File: src/mouse_pkg.sv
`default_nettype none

package mouse_pkg;

  //////////////////////////////
  // address map
  //////////////////////////////

  localparam int unsigned XLEN = 32;

  localparam logic [XLEN-1:0] RST_ADR = 32'h0000_0000;  // first fetch
  localparam logic [XLEN-1:0] GPR_ADR = 32'h0000_0F80;  // x0 lives here, xN at +4*N

  //////////////////////////////
  // sequencer and bus types
  //////////////////////////////

  // one bus transfer per phase
  typedef enum logic [1:0] {
    PH0,  // fetch
    PH1,  // decode, rd write or rs1 read
    PH2,  // rs2 read
    PH3   // rd write or store
  } phase_t;

  // shared memory bus request
  typedef struct packed {
    logic            wen;  // write enable
    logic [XLEN-1:0] adr;  // byte address
    logic [3:0]      ben;  // byte enable, word stores only
    logic [XLEN-1:0] wdt;  // write data
  } bus_req_t;

  // alu request
  typedef struct packed {
    logic [XLEN-1:0] op1;
    logic [XLEN-1:0] op2;
    logic [2:0]      fn3;    // alu funct3
    logic            sub;    // SUB in OP
    logic            arith;  // funct3 result, else plain sum
  } alu_req_t;

endpackage

`default_nettype wire

File: src/rv_isa_pkg.sv
`default_nettype none

package rv_isa_pkg;

  //////////////////////////////
  // base opcodes
  //////////////////////////////

  // instruction bits [6:2]
  typedef enum logic [4:0] {
    LOAD   = 5'b00_000,  // recognized only as unsupported
    OP_IMM = 5'b00_100,
    AUIPC  = 5'b00_101,
    STORE  = 5'b01_000,
    OP     = 5'b01_100,
    LUI    = 5'b01_101,
    BRANCH = 5'b11_000,  // recognized only as unsupported
    JALR   = 5'b11_001,
    JAL    = 5'b11_011
  } opc_t;

  // alu funct3 for OP and OP_IMM
  typedef enum logic [2:0] {
    ADD  = 3'b000,  // funct7[5] selects SUB in OP
    SL   = 3'b001,
    SLT  = 3'b010,
    SLTU = 3'b011,
    XOR  = 3'b100,
    SR   = 3'b101,
    OR   = 3'b110,
    AND  = 3'b111
  } fn3_alu_t;

  localparam logic [2:0] fn3_st_w = 3'b010;  // SW

  //////////////////////////////
  // instruction formats
  //////////////////////////////

  typedef struct packed {
    logic [6:0] funct7;
    logic [4:0] rs2;
    logic [4:0] rs1;
    logic [2:0] funct3;
    logic [4:0] rd;
    opc_t       opcode;
    logic [1:0] len;     // 2'b11 for 32-bit encodings
  } r_t;

  typedef struct packed {
    logic [11:0] imm_11_0;
    logic [4:0]  rs1;
    logic [2:0]  funct3;
    logic [4:0]  rd;
    opc_t        opcode;
    logic [1:0]  len;
  } i_t;

  typedef struct packed {
    logic [6:0] imm_11_5;
    logic [4:0] rs2;
    logic [4:0] rs1;
    logic [2:0] funct3;
    logic [4:0] imm_4_0;
    opc_t       opcode;
    logic [1:0] len;
  } s_t;

  typedef struct packed {
    logic [19:0] imm_31_12;
    logic [4:0]  rd;
    opc_t        opcode;
    logic [1:0]  len;
  } u_t;

  typedef struct packed {
    logic       imm_20;
    logic [9:0] imm_10_1;
    logic       imm_11;
    logic [7:0] imm_19_12;
    logic [4:0] rd;
    opc_t       opcode;
    logic [1:0] len;
  } j_t;

  // one word, five views
  typedef union packed {
    r_t r;
    i_t i;
    s_t s;
    u_t u;
    j_t j;
  } inst_u;

endpackage

`default_nettype wire
File: src/mouse_core.sv
`timescale 1ns/10ps
`default_nettype none

module mouse_core
  import mouse_pkg::*;
(
  input  logic            clk,
  input  logic            rst,
  // shared memory bus
  output logic            bus_vld,
  output bus_req_t        bus_req,
  input  logic            bus_rdy,
  input  logic [XLEN-1:0] bus_rdt
);

//////////////////////////////
// sequencer to alu
//////////////////////////////

alu_req_t        alu_req;
logic [XLEN-1:0] alu_result;  // combinational, same cycle

mouse_sequencer i_seq (
  .clk        (clk),
  .rst        (rst),
  .bus_vld    (bus_vld),
  .bus_req    (bus_req),
  .bus_rdy    (bus_rdy),
  .bus_rdt    (bus_rdt),
  .alu_req    (alu_req),
  .alu_result (alu_result)
);

// arithmetic and address adder
mouse_alu i_alu (
  .alu_req (alu_req),
  .result  (alu_result)
);

endmodule

`default_nettype wire

File: src/mouse_sequencer.sv
`timescale 1ns/10ps
`default_nettype none

module mouse_sequencer
  import rv_isa_pkg::*;
  import mouse_pkg::*;
(
  input  logic            clk,
  input  logic            rst,
  // shared memory bus
  output logic            bus_vld,
  output bus_req_t        bus_req,
  input  logic            bus_rdy,
  input  logic [XLEN-1:0] bus_rdt,
  // alu
  output alu_req_t        alu_req,
  input  logic [XLEN-1:0] alu_result
);

//////////////////////////////
// helpers
//////////////////////////////

function automatic logic [XLEN-1:0] imm_i(inst_u iw);
  return {{20{iw.i.imm_11_0[11]}}, iw.i.imm_11_0};
endfunction

function automatic logic [XLEN-1:0] imm_s(inst_u iw);
  return {{20{iw.s.imm_11_5[6]}}, iw.s.imm_11_5, iw.s.imm_4_0};
endfunction

function automatic logic [XLEN-1:0] imm_u(inst_u iw);
  return {iw.u.imm_31_12, 12'd0};
endfunction

function automatic logic [XLEN-1:0] imm_j(inst_u iw);
  return {{11{iw.j.imm_20}}, iw.j.imm_20, iw.j.imm_19_12, iw.j.imm_11, iw.j.imm_10_1,
          1'b0};
endfunction

// register N at GPR_ADR + 4*N
function automatic logic [XLEN-1:0] gpr_adr(logic [4:0] idx);
  return GPR_ADR + XLEN'({idx, 2'b00});
endfunction

function automatic bus_req_t gpr_rd(logic [4:0] idx);
  return '{wen: 1'b0, adr: gpr_adr(idx), ben: 4'hf, wdt: '0};
endfunction

// x0 writes go out as reads
function automatic bus_req_t gpr_wr(logic [4:0] idx, logic [XLEN-1:0] dat);
  return '{wen: (idx != 5'd0), adr: gpr_adr(idx), ben: 4'hf, wdt: dat};
endfunction

//////////////////////////////
// state
//////////////////////////////

logic            bus_trn;    // transfer
phase_t          phase;
phase_t          phase_nxt;
logic [XLEN-1:0] pc;         // address of current instruction
inst_u           inw_buf;    // instruction buffer
logic [XLEN-1:0] dat_buf;    // read data from previous phase
inst_u           bus_inst;   // read data as instruction

assign bus_trn  = bus_vld & bus_rdy;
assign bus_inst = bus_rdt;   // valid in phase 1

always_ff @(posedge clk, posedge rst) begin
  if (rst) begin
    bus_vld <= 1'b0;
    phase   <= PH0;
    pc      <= RST_ADR;
    inw_buf <= {25'd0, JAL, 2'b11};  // JAL x0, 0 so first fetch hits RST_ADR
  end else begin
    bus_vld <= 1'b1;  // valid for good
    if (bus_trn) begin
      phase <= phase_nxt;
      if (phase == PH0) begin
        pc <= bus_req.adr;  // fetch address becomes pc
      end
      if (phase == PH1) begin
        inw_buf <= bus_inst;
      end
    end
  end
end

// rs1 after phase 2 or 3, later used by JALR fetch
always_ff @(posedge clk) begin
  if (bus_trn && (phase == PH2 || phase == PH3)) begin
    dat_buf <= bus_rdt;
  end
end

//////////////////////////////
// request generation
//////////////////////////////

always_comb begin
  // idle defaults, harmless x0 read
  phase_nxt = PH0;
  bus_req   = gpr_rd(5'd0);
  alu_req   = '{op1: pc, op2: XLEN'(4), fn3: ADD, sub: 1'b0, arith: 1'b0};
  case (phase)
    PH0: begin
      phase_nxt = PH1;
      if (inw_buf.r.opcode == JAL) begin
        alu_req.op2 = imm_j(inw_buf);  // pc + J imm
      end else if (inw_buf.r.opcode == JALR) begin
        alu_req.op1 = dat_buf;  // rs1
        alu_req.op2 = imm_i(inw_buf);
      end
      bus_req.adr = alu_result;  // otherwise pc + 4
      if (inw_buf.r.opcode == JALR) begin
        bus_req.adr[0] = 1'b0;
      end
    end
    PH1: begin
      case (bus_inst.r.opcode)
        LUI: begin
          bus_req = gpr_wr(bus_inst.u.rd, imm_u(bus_inst));
        end
        AUIPC: begin
          alu_req.op2 = imm_u(bus_inst);
          bus_req     = gpr_wr(bus_inst.u.rd, alu_result);
        end
        JAL: begin
          bus_req = gpr_wr(bus_inst.j.rd, alu_result);  // link pc + 4
        end
        JALR, OP_IMM: begin
          phase_nxt = PH3;  // no rs2
          bus_req   = gpr_rd(bus_inst.i.rs1);
        end
        OP, STORE: begin
          phase_nxt = PH2;
          bus_req   = gpr_rd(bus_inst.r.rs1);
        end
        default: begin
          phase_nxt = PH0;  // unsupported retires here
        end
      endcase
    end
    PH2: begin
      phase_nxt = PH3;
      bus_req   = gpr_rd(inw_buf.r.rs2);
    end
    PH3: begin
      case (inw_buf.r.opcode)
        OP: begin
          // rs1 in buffer, rs2 on the bus
          alu_req.op1   = dat_buf;
          alu_req.op2   = bus_rdt;
          alu_req.fn3   = inw_buf.r.funct3;
          alu_req.sub   = inw_buf.r.funct7[5] && (inw_buf.r.funct3 == ADD);
          alu_req.arith = 1'b1;
          bus_req       = gpr_wr(inw_buf.r.rd, alu_result);
        end
        OP_IMM: begin
          alu_req.op1   = bus_rdt;  // rs1 straight off the bus
          alu_req.op2   = imm_i(inw_buf);
          alu_req.fn3   = inw_buf.i.funct3;
          alu_req.arith = 1'b1;
          bus_req       = gpr_wr(inw_buf.i.rd, alu_result);
        end
        JALR: begin
          bus_req = gpr_wr(inw_buf.i.rd, alu_result);  // link pc + 4
        end
        STORE: begin
          alu_req.op1 = dat_buf;
          alu_req.op2 = imm_s(inw_buf);
          bus_req     = '{wen: 1'b1, adr: alu_result, ben: 4'hf, wdt: bus_rdt};
        end
        default: begin
          bus_req = gpr_rd(5'd0);
        end
      endcase
    end
    default: begin
      phase_nxt = PH0;
    end
  endcase
end

//////////////////////////////
// checks
//////////////////////////////

// held read data keeps the request steady
req_hold: assert property (@(posedge clk) disable iff (rst)
  bus_vld && !bus_rdy |=> $stable(bus_req))
  else $error("bus request changed under back-pressure");

vld_hold: assert property (@(posedge clk) disable iff (rst)
  bus_vld |=> bus_vld)
  else $error("bus valid dropped after reset");

opc_known: assert property (@(posedge clk) disable iff (rst)
  bus_trn && phase == PH1 |->
    bus_inst.r.opcode inside {LUI, AUIPC, JAL, JALR, OP_IMM, OP, STORE})
  else $error("unsupported opcode retired as no-op");

endmodule

`default_nettype wire

File: src/mouse_alu.sv
`timescale 1ns/10ps
`default_nettype none

module mouse_alu
  import rv_isa_pkg::*;
  import mouse_pkg::*;
(
  input  alu_req_t        alu_req,
  output logic [XLEN-1:0] result
);

logic            cmp;      // SLT or SLTU
logic            add_inv;  // invert op2, carry in
logic [XLEN-1:0] add_op2;
logic [XLEN:0]   add_sum;  // msb is carry out
logic            lt_s;
logic            lt_u;
logic [XLEN-1:0] log_out;

//////////////////////////////
// adder
//////////////////////////////

// compares always subtract
assign cmp     = alu_req.arith & ((alu_req.fn3 == SLT) | (alu_req.fn3 == SLTU));
assign add_inv = alu_req.sub | cmp;
assign add_op2 = alu_req.op2 ^ {XLEN{add_inv}};
assign add_sum = {1'b0, alu_req.op1} + {1'b0, add_op2} + (XLEN+1)'(add_inv);

assign lt_u = ~add_sum[XLEN];  // no carry means borrow
// equal signs use the difference, else op1 sign decides
assign lt_s = (alu_req.op1[XLEN-1] == alu_req.op2[XLEN-1]) ? add_sum[XLEN-1]
                                                            : alu_req.op1[XLEN-1];

//////////////////////////////
// logic unit and select
//////////////////////////////

always_comb begin
  case (alu_req.fn3)
    XOR:     log_out = alu_req.op1 ^ alu_req.op2;
    OR:      log_out = alu_req.op1 | alu_req.op2;
    default: log_out = alu_req.op1 & alu_req.op2;
  endcase
end

always_comb begin
  if (!alu_req.arith) begin
    result = add_sum[XLEN-1:0];  // address work
  end else begin
    case (alu_req.fn3)
      SLT:          result = XLEN'(lt_s);
      SLTU:         result = XLEN'(lt_u);
      XOR, OR, AND: result = log_out;
      default:      result = add_sum[XLEN-1:0];  // ADD, SUB
    endcase
  end
end

// shifts are not built, the sequencer must never ask for one
no_shift: assert final (!(alu_req.arith === 1'b1 &&
                          (alu_req.fn3 === SL || alu_req.fn3 === SR)))
  else $error("shift funct3 requested from the alu");

endmodule

`default_nettype wire

File: config.mk
export PLATFORM = sky130hd
export DESIGN_NAME = mouse_core
export DESIGN_NICKNAME = d
export VERILOG_FILES = /design/src/mouse_pkg.sv /design/src/rv_isa_pkg.sv /design/src/mouse_core.sv /design/src/mouse_sequencer.sv /design/src/mouse_alu.sv
export SDC_FILE = /design/constraint.sdc
export NUM_CORES = 1
export LEC_CHECK = 0
export BUFFER_PORTS_ARGS = -buffer_cell sky130_fd_sc_hd__buf_4
export CORE_UTILIZATION = 35
export CTS_CLUSTER_DIAMETER = 150
export DETAILED_ROUTE_END_ITERATION = 10
export PLACE_DENSITY = 0.61
export SLEW_MARGIN = 20
export SYNTH_ARGS = -nofsm -noshare
export SYNTH_HDL_FRONTEND = slang
export SYNTH_SLANG_ARGS = --single-unit
File: constraint.sdc
create_clock -name clk -period 6.6 [get_ports clk]
set_input_delay 0.99 -clock clk [delete_from_list [all_inputs] [get_ports clk]]
set_output_delay 0.99 -clock clk [all_outputs]
set_load 0.005 [all_outputs]
==> metrics.md, run 1 <==
| Metric | Value |
|---|---|
| Outcome | `finished, final reports clean` |
| Share of cells above drive strength 1 | `19.3%` |
| Post-CTS Hold Fix Bufs | `0` |
| Gr ovfl total | `0` |
| Startpoint Class | `flip-flop` |
| Core area | `27,800 um^2` |
| Antenna-violating nets left | `0` |
| Worst EP required | `5.61 ns` |
| Root buffer cell | `clkbuf_16` |
| Post-synthesis cell area | `9890 um^2` |
| Avg Cell Area, Syn | `7.74 um^2` |
| Primary FF master, synth | `dfrtp_1` |
| Largest net degree at the start of global routing | `66` |
| Reg clk slew, reported paths | `0.07 ns` |
| Vias per cell | `5.95` |
| Detailed Route WL | `38,500 um` |
| Layout Nets | `1,496` |
| Fin area | `11,700 um^2` |
| CTS Buf Count | `9` |
| Logic pwr share | `63.4%` |
| Power share of the clock group | `12.3%` |
| Initial Util | `35.6%` |
| Port bufs | `100` |
| Final setup fails | `0` |
| Clock Latency Late Sink | `0.38 ns` |
| CTS H-tree depth | `3` |
| Worst slew margin | `36.1%` |
| Placed cell area | `11,200 um^2` |
| Fmax | `155 MHz` |
| Clock Skew | `0.0190 ns` |
| Die X | `170 um` |
| Die area | `28,900 um^2` |
| Die height | `170 um` |
| Crit Path Max Fanout | `13` |
| Synth top area cells | `dfrtp_1 (15%), ha_1 (13%), edfxtp_1 (9.7%)` |
| Fin crit period | `6.43 ns` |
| Area leader, netlist | `dfrtp_1` |
| First-pass GRT wire length | `58,400 um` |
| EDFF count, synth | `32` |
| Ys Warns | `0` |
| Max-cap violations | `0` |
| Hold WS | `0.488 ns` |
| Period utilization | `97.5%` |
| Drt pass-1 iters | `8` |
| Slew Viols, Final | `0` |
| Non-Filler Instances | `1,744` |
| Psw | `2.19 mW` |
| HP Class | `flip-flop to flip-flop` |
| GP Congestion | `0.948` |
| Num rows | `61` |
| Setup ws final | `0.167 ns` |
| Initial drt markers | `1,152` |
| PwrDens | `365 nW/um^2` |
| Worst Path Arrival | `5.44 ns` |
| Inserted Diodes | `0` |
| Placed Cells | `1,723` |
| Routed len/inst | `22.1 um` |
| Initial antenna violation count | `0` |
| DP Wirelength | `28,800 um` |
| Distinct cells, synth | `81` |
| CTS Buffer Depth | `2` |
| R2r setup slk | `1.52 ns` |
| Sequential fraction of design power | `24.2%` |
| Via count | `10,400` |
| Number of global-route vias before repair | `9,545` |
| Ys async rst share | `67.0%` |
| Maximum vdd drop | `0.167 mV` |
| Syn Inst Count | `1,278` |
| Final hold viol count | `0` |
| DRC | `0` |
| I/O pins | `105` |
| Final setup TNS | `0 ns` |
| Int Pwr | `2.07 mW` |
| Layout overhead on the synthesized area | `17.9%` |
| Clock sinks | `97` |
| Register bit count reported by yosys | `97` |
| CP Class | `flip-flop to primary output` |
| Post-synth top area share | `15.4%` |
| Pre-CTS setup slack | `0.166 ns` |
| Sw frac | `51.4%` |
| CTS tree | `yes` |
| P_leak | `4.88 nW` |
| Tightest Pin Transition | `0.935 ns` |
| Total GRT Usage | `26.7%` |
| Critical Path End Type | `primary output` |
| Sequential share of the synthesized area | `26.2%` |
==> per-stage QoR <==
step           utilization [%]  total power [mW]
4_1_cts                   41.4              4.16
3_5_place_dp              40.4              3.63
5_1_grt                   42.0              4.54
3_3_place_gp              40.4              3.58
2_1_floorplan                -              2.58
6_report                  42.0              4.26
==> path summary, 6_finish.rpt <==
path	from	to	cells after the start
min in group asynchronous	rst	i_seq.inw_buf[22]	3
max in group asynchronous	rst	i_seq.pc[13]	3
min reg2reg	i_seq.pc[18]	i_seq.pc[18]	2
max reg2reg	i_seq.inw_buf[6]	i_seq.pc[0]	20
min	i_seq.pc[18]	i_seq.pc[18]	2
max	i_seq.inw_buf[6]	bus_req[36]	21
==> per-layer routing <==
layer / track usage, % / vias up / part of all wire, %
li1: - / 4737 / -
met1: 36.6 / 5090 / 44
met2: 41.9 / 498 / 45
met3: 4.49 / 59 / 8.2
met4: 9.87 / 0 / 3.0
met5: 0 / - / 0
==> timing repair <==
item                       CTS  global route
gates resized for setup      2            37
setup buffers                0             5
setup endpoints to repair    2            25
pin swaps                    0             4
==> synthesized netlist by cell type, types with 11 or more instances <==
master	number
mux2_2	36
o21ai_0	128
a2111oi_0	16
clkbuf_1	70
a21oi_1	98
dfrtp_1	61
nand3_1	16
nor2_1	111
xnor2_1	40
a22oi_1	39
xor2_1	13
nor3_1	35
nand2_1	176
a21o_1	12
a211oi_1	11
ha_1	99
nand4_1	13
inv_1	86
edfxtp_1	32
==> cells in the final DEF (no fill, tap or decap), types with 32 or more instances in the layout <==
cell	instances
mux2_2	36
xnor2_1	40
edfxtp_1	32
nand2_1	174
inv_1	84
a21oi_1	93
ha_1	95
o21ai_0	120
buf_4	151
dfrtp_1	61
nor2_1	102
nor3_1	34
a22oi_1	39
==> cells by family (layout without fill, tap and decap cells) <==
| kind of cell | count (synthesis) | in the layout | share of synthesized area, % |
|---|---|---|---|
| and+or+nand+nor | 410 | 410 | 18.8 |
| AOI/OAI and AO/OA | 401 | 401 | 26.0 |
| buffers and inverters | 174 | 258 | 6.81 |
| adders and majority gates | 100 | 100 | 12.7 |
| DFF | 97 | 97 | 26.2 |
| xor gates and xnor gates | 53 | 53 | 4.69 |
| muxes | 42 | 42 | 4.71 |
| other | 1 | 5 | 0.0379 |
==> power by group through the flow <==
stage	logic [mW]	clock network (mW)	registers, mW
2_1_floorplan	1.65	0	0.926
3_3_place_gp	2.56	0	1.02
3_5_place_dp	2.60	0	1.03
4_1_cts	2.61	0.532	1.02
5_1_grt	2.94	0.550	1.05
6_report	2.70	0.526	1.03
==> worst max-delay path, cell delays in order (launching register included) <==
cell,delay [ns]
dfstp_2,0.43
or3_1,0.47
or3_1,0.44
nor2_4,0.19
or2_4,0.23
nand2_1,0.08
a21oi_1,0.28
xnor2_1,0.18
ha_1,0.28
buf_4,0.19
nand3_1,0.10
a21oi_1,0.08
o41ai_1,0.42
buf_4,0.22
mux2i_1,0.19
nor2_1,0.07
a2111oi_2,0.40
o311a_1,0.23
a211o_1,0.22
nand3b_1,0.15
nor2_1,0.12
buf_4,0.12
==> area by class of cell <==
type / instances / area [um^2]
fillers: 2884 / 16100
multi-input cells: 1011 / 6810
flip-flops and latches: 97 / 2590
repair buffers: 154 / 1180
well taps: 378 / 473
inverters: 88 / 330
clock buffers: 9 / 225
clock inverters: 7 / 52.6
==> state kept, by name (all words and copies together), names as in the netlist <==
name,cells
i_seq.phase,2
i_seq.bus_vld,1
i_seq.inw_buf,30
i_seq.dat_buf,32
i_seq.pc,32
No activity file was read; power rests on OpenSTA's default activity.
==> run 2, diff against run 1 <==
--- a/config.mk
+++ b/config.mk
@@ -9,8 +9,7 @@
 export CORE_UTILIZATION = 35
 export CTS_CLUSTER_DIAMETER = 150
 export DETAILED_ROUTE_END_ITERATION = 10
-export PLACE_DENSITY = 0.61
-export SLEW_MARGIN = 20
+export SLEW_MARGIN = 10
 export SYNTH_ARGS = -nofsm -noshare
 export SYNTH_HDL_FRONTEND = slang
 export SYNTH_SLANG_ARGS = --single-unit
==> run 2 against run 1 <==
Sequential share of layout area decreased by 0.15 points; count of clock-buffer cells in the layout is the same; sequential cell count did not move; critical path depth is 1 lower; core utilization is 0.33 points higher; register-to-register slack better by 0.11 ns; highest routed layer unchanged.
==> metrics.md, run 2 (synthesis gave the netlist of run 1 again) <==
| Metric | Value |
|---|---|
| Outcome | `finished, final reports clean` |
| R2r setup slk | `1.63 ns (+0.11 ns)` |
| Via count | `10,300 (-0.45%)` |
| Period utilization | `96.7% (-0.76 points)` |
| Worst Hold Endpoint | `i_seq.pc[7]` |
| Root buffer cell | `clkbuf_16` |
| Final hold viol count | `0 (unchanged)` |
| Clock Latency Late Sink | `0.38 ns (about the same)` |
| CTS tree | `yes` |
| Worst Path Arrival | `5.39 ns (-0.05 ns)` |
| Final setup fails | `0 (unchanged)` |
| Critical Path End Type | `primary output` |
| HP Class | `flip-flop to flip-flop` |
| Final setup TNS | `0 ns (unchanged)` |
| Startpoint Class | `flip-flop` |
| Core area | `27,800 um^2 (unchanged)` |
| Crit Path Max Fanout | `16 (+3)` |
| Initial drt markers | `932 (-19%)` |
| PwrDens | `370 nW/um^2 (+1.2%)` |
| Worst EP required | `5.61 ns (about the same)` |
| Layout overhead on the synthesized area | `18.8%` |
| DP Wirelength | `28,400 um (-1.6%)` |
| I/O pins | `105 (unchanged)` |
| Detailed Route WL | `38,600 um (+0.23%)` |
| GP Congestion | `0.946 (-0.19%)` |
| First-pass GRT wire length | `57,800 um (-0.92%)` |
| Clock sinks | `97 (unchanged)` |
| Worst reg2reg path depth | `19 (-5.0%)` |
| Worst slew margin | `35.2% (-0.85 points)` |
| Num rows | `61 (unchanged)` |
| Max-cap violations | `0 (unchanged)` |
| Hold WS | `0.482 ns (-0.00573 ns)` |
| DRC | `0 (unchanged)` |
| Largest net degree at the start of global routing | `66 (unchanged)` |
| Initial antenna violation count | `0 (unchanged)` |
| Unrepaired setup endpoints after global routing | `no` |
| Tightest Pin Transition | `0.969 ns (+0.0336 ns)` |
| CTS H-tree depth | `3 (unchanged)` |
| Reg2reg start | `i_seq.phase[0]` |
| Die X | `170 um (unchanged)` |
| Vias per cell | `5.93 (-0.45%)` |
| Metal1 wirelength | `16,100 um (-3.6%)` |
| Met2 Wirelength | `17,300 um (-0.86%)` |
| Gr ovfl total | `0 (unchanged)` |
| Initial Util | `35.6% (unchanged)` |
| Most frequent cells in the layout | `nand2_1 (173), buf_4 (153), o21ai_0 (122)` |
| Most common cell after layout, fill and taps aside | `nand2_1` |
| CTS Buf Count | `9 (unchanged)` |
| CTS Buffer Depth | `2 (unchanged)` |
| Slew Viols, Final | `0 (unchanged)` |
| Layout Nets | `1,497 (+0.067%)` |
| Met3 Wirelength | `3150 um (-0.79%)` |
| Antenna-violating nets left | `0 (unchanged)` |
| Top flop regs | `i_seq.dat_buf x32, i_seq.pc x32, i_seq.inw_buf x30` |
| Highest metal used | `met4` |
| Maximum vdd drop | `0.216 mV (+29%)` |
| Post-CTS Hold Fix Bufs | `0 (unchanged)` |
| Reg clk slew, reported paths | `0.08 ns (about the same)` |
| Routed len/inst | `22.1 um (+0.23%)` |
| Non-Filler Instances | `1,744 (unchanged)` |
| Total GRT Usage | `26.8% (+0.13 points)` |
| Placed Cells | `1,723 (unchanged)` |
| FF-to-FF End | `i_seq.pc[0]` |
| P_leak | `4.90 nW (+0.53%)` |
| CP Class | `flip-flop to primary output` |
| Die area | `28,900 um^2 (unchanged)` |
| Fmax | `157 MHz (+0.78%)` |
| Drt pass-1 iters | `5 (-3)` |
| Hold_sp | `i_seq.pc[7]` |
| Port bufs | `100 (unchanged)` |
| Clock Skew | `0.0102 ns (-0.00876 ns)` |
| Share of cells above drive strength 1 | `19.8% (+0.51 points)` |
| Hold path cells | `2 (unchanged)` |
| Die height | `170 um (unchanged)` |
| Inserted Diodes | `0 (unchanged)` |
| Number of global-route vias before repair | `9,572 (+0.28%)` |
| Fin crit period | `6.38 ns (-0.0499 ns)` |
[run 2: cell types whose count changed in the layout (fill, tap and decap cells not counted), moves of 3 or more]
| cell | change |
|---|---|
| a21oi_1 | -7 |
| a21oi_2 | +7 |
| nor3_1 | -3 |
| nor3_2 | +4 |
[run 2: area by class of cell]
type	instances	area, um^2
Timing Repair Buffer	155	1180
Clock inverter	6	90.1
Tap cell	378	473
Inverter	88	330
Multi-Input combinational cell	1011	6850
Clock buffer	9	225
Sequential cell	97	2590
Fill cell	2879	16000
[run 2: per-layer routing]
layer | global-route usage [%] | vias up
met5 | 0 | -
met2 | 41.1 | 503
met3 | 5.35 | 92
li1 | - | 4747
met4 | 15.5 | 0
met1 | 35.0 | 4995
[run 2: power by group]
| part | switching [mW] | internal, mW |
|---|---|---|
| registers | 0.193 | 0.828 |
| clock network | 0.262 | 0.333 |
| logic | 1.74 | 0.989 |
[run 2: timing repair]
action | in CTS | in global routing
buffers inserted | 1 | 5
setup endpoints to repair | 4 | 17
pin swaps | 1 | 8
gates resized for setup | 7 | 37
[run 2: worst max-delay path, cell delays in order (launching register included)]
cell	delay [ns]
dfrtp_2	0.44
ha_4	0.20
nand4bb_1	0.18
or4_4	0.52
o31ai_2	0.12
clkinv_1	0.15
buf_4	0.27
xnor2_1	0.20
fa_1	0.46
a211oi_2	0.29
o41ai_2	0.13
nor3_2	0.33
nor3_2	0.11
nor2_1	0.17
o41ai_1	0.10
buf_4	0.15
or4b_2	0.60
a21oi_1	0.17
nor3_2	0.12
o21ai_0	0.18
buf_4	0.14
[run 2: through the flow]
stage / power, mW / worst slack, ns / util [%] / cell area (um^2)
after floorplan: 2.58 / 0.288 / - / 9900
after global placement: 3.58 / 0.260 / 40.3 / 11200
after detailed placement: 3.62 / 0.243 / 40.3 / 11200
after CTS: 4.23 / 0.0226 / 41.6 / 11600
after global routing: 4.62 / 0.00454 / 42.3 / 11700
final: 4.34 / 0.217 / 42.3 / 11700
[run 2: worst max-delay path by stage]
stage	start	endpoint	slack, ns	cells past startpoint
2_1_floorplan	bus_rdt[2]	bus_req[36]	0.29	19
3_3_place_gp	i_seq.inw_buf[6]	bus_req[30]	0.26	17
3_5_place_dp	bus_rdt[6]	bus_req[36]	0.24	22
4_1_cts	i_seq.inw_buf[6]	bus_req[36]	0.02	22
5_1_grt	i_seq.inw_buf[6]	bus_req[30]	0.005	21
6_report	i_seq.phase[0]	bus_req[30]	0.22	20
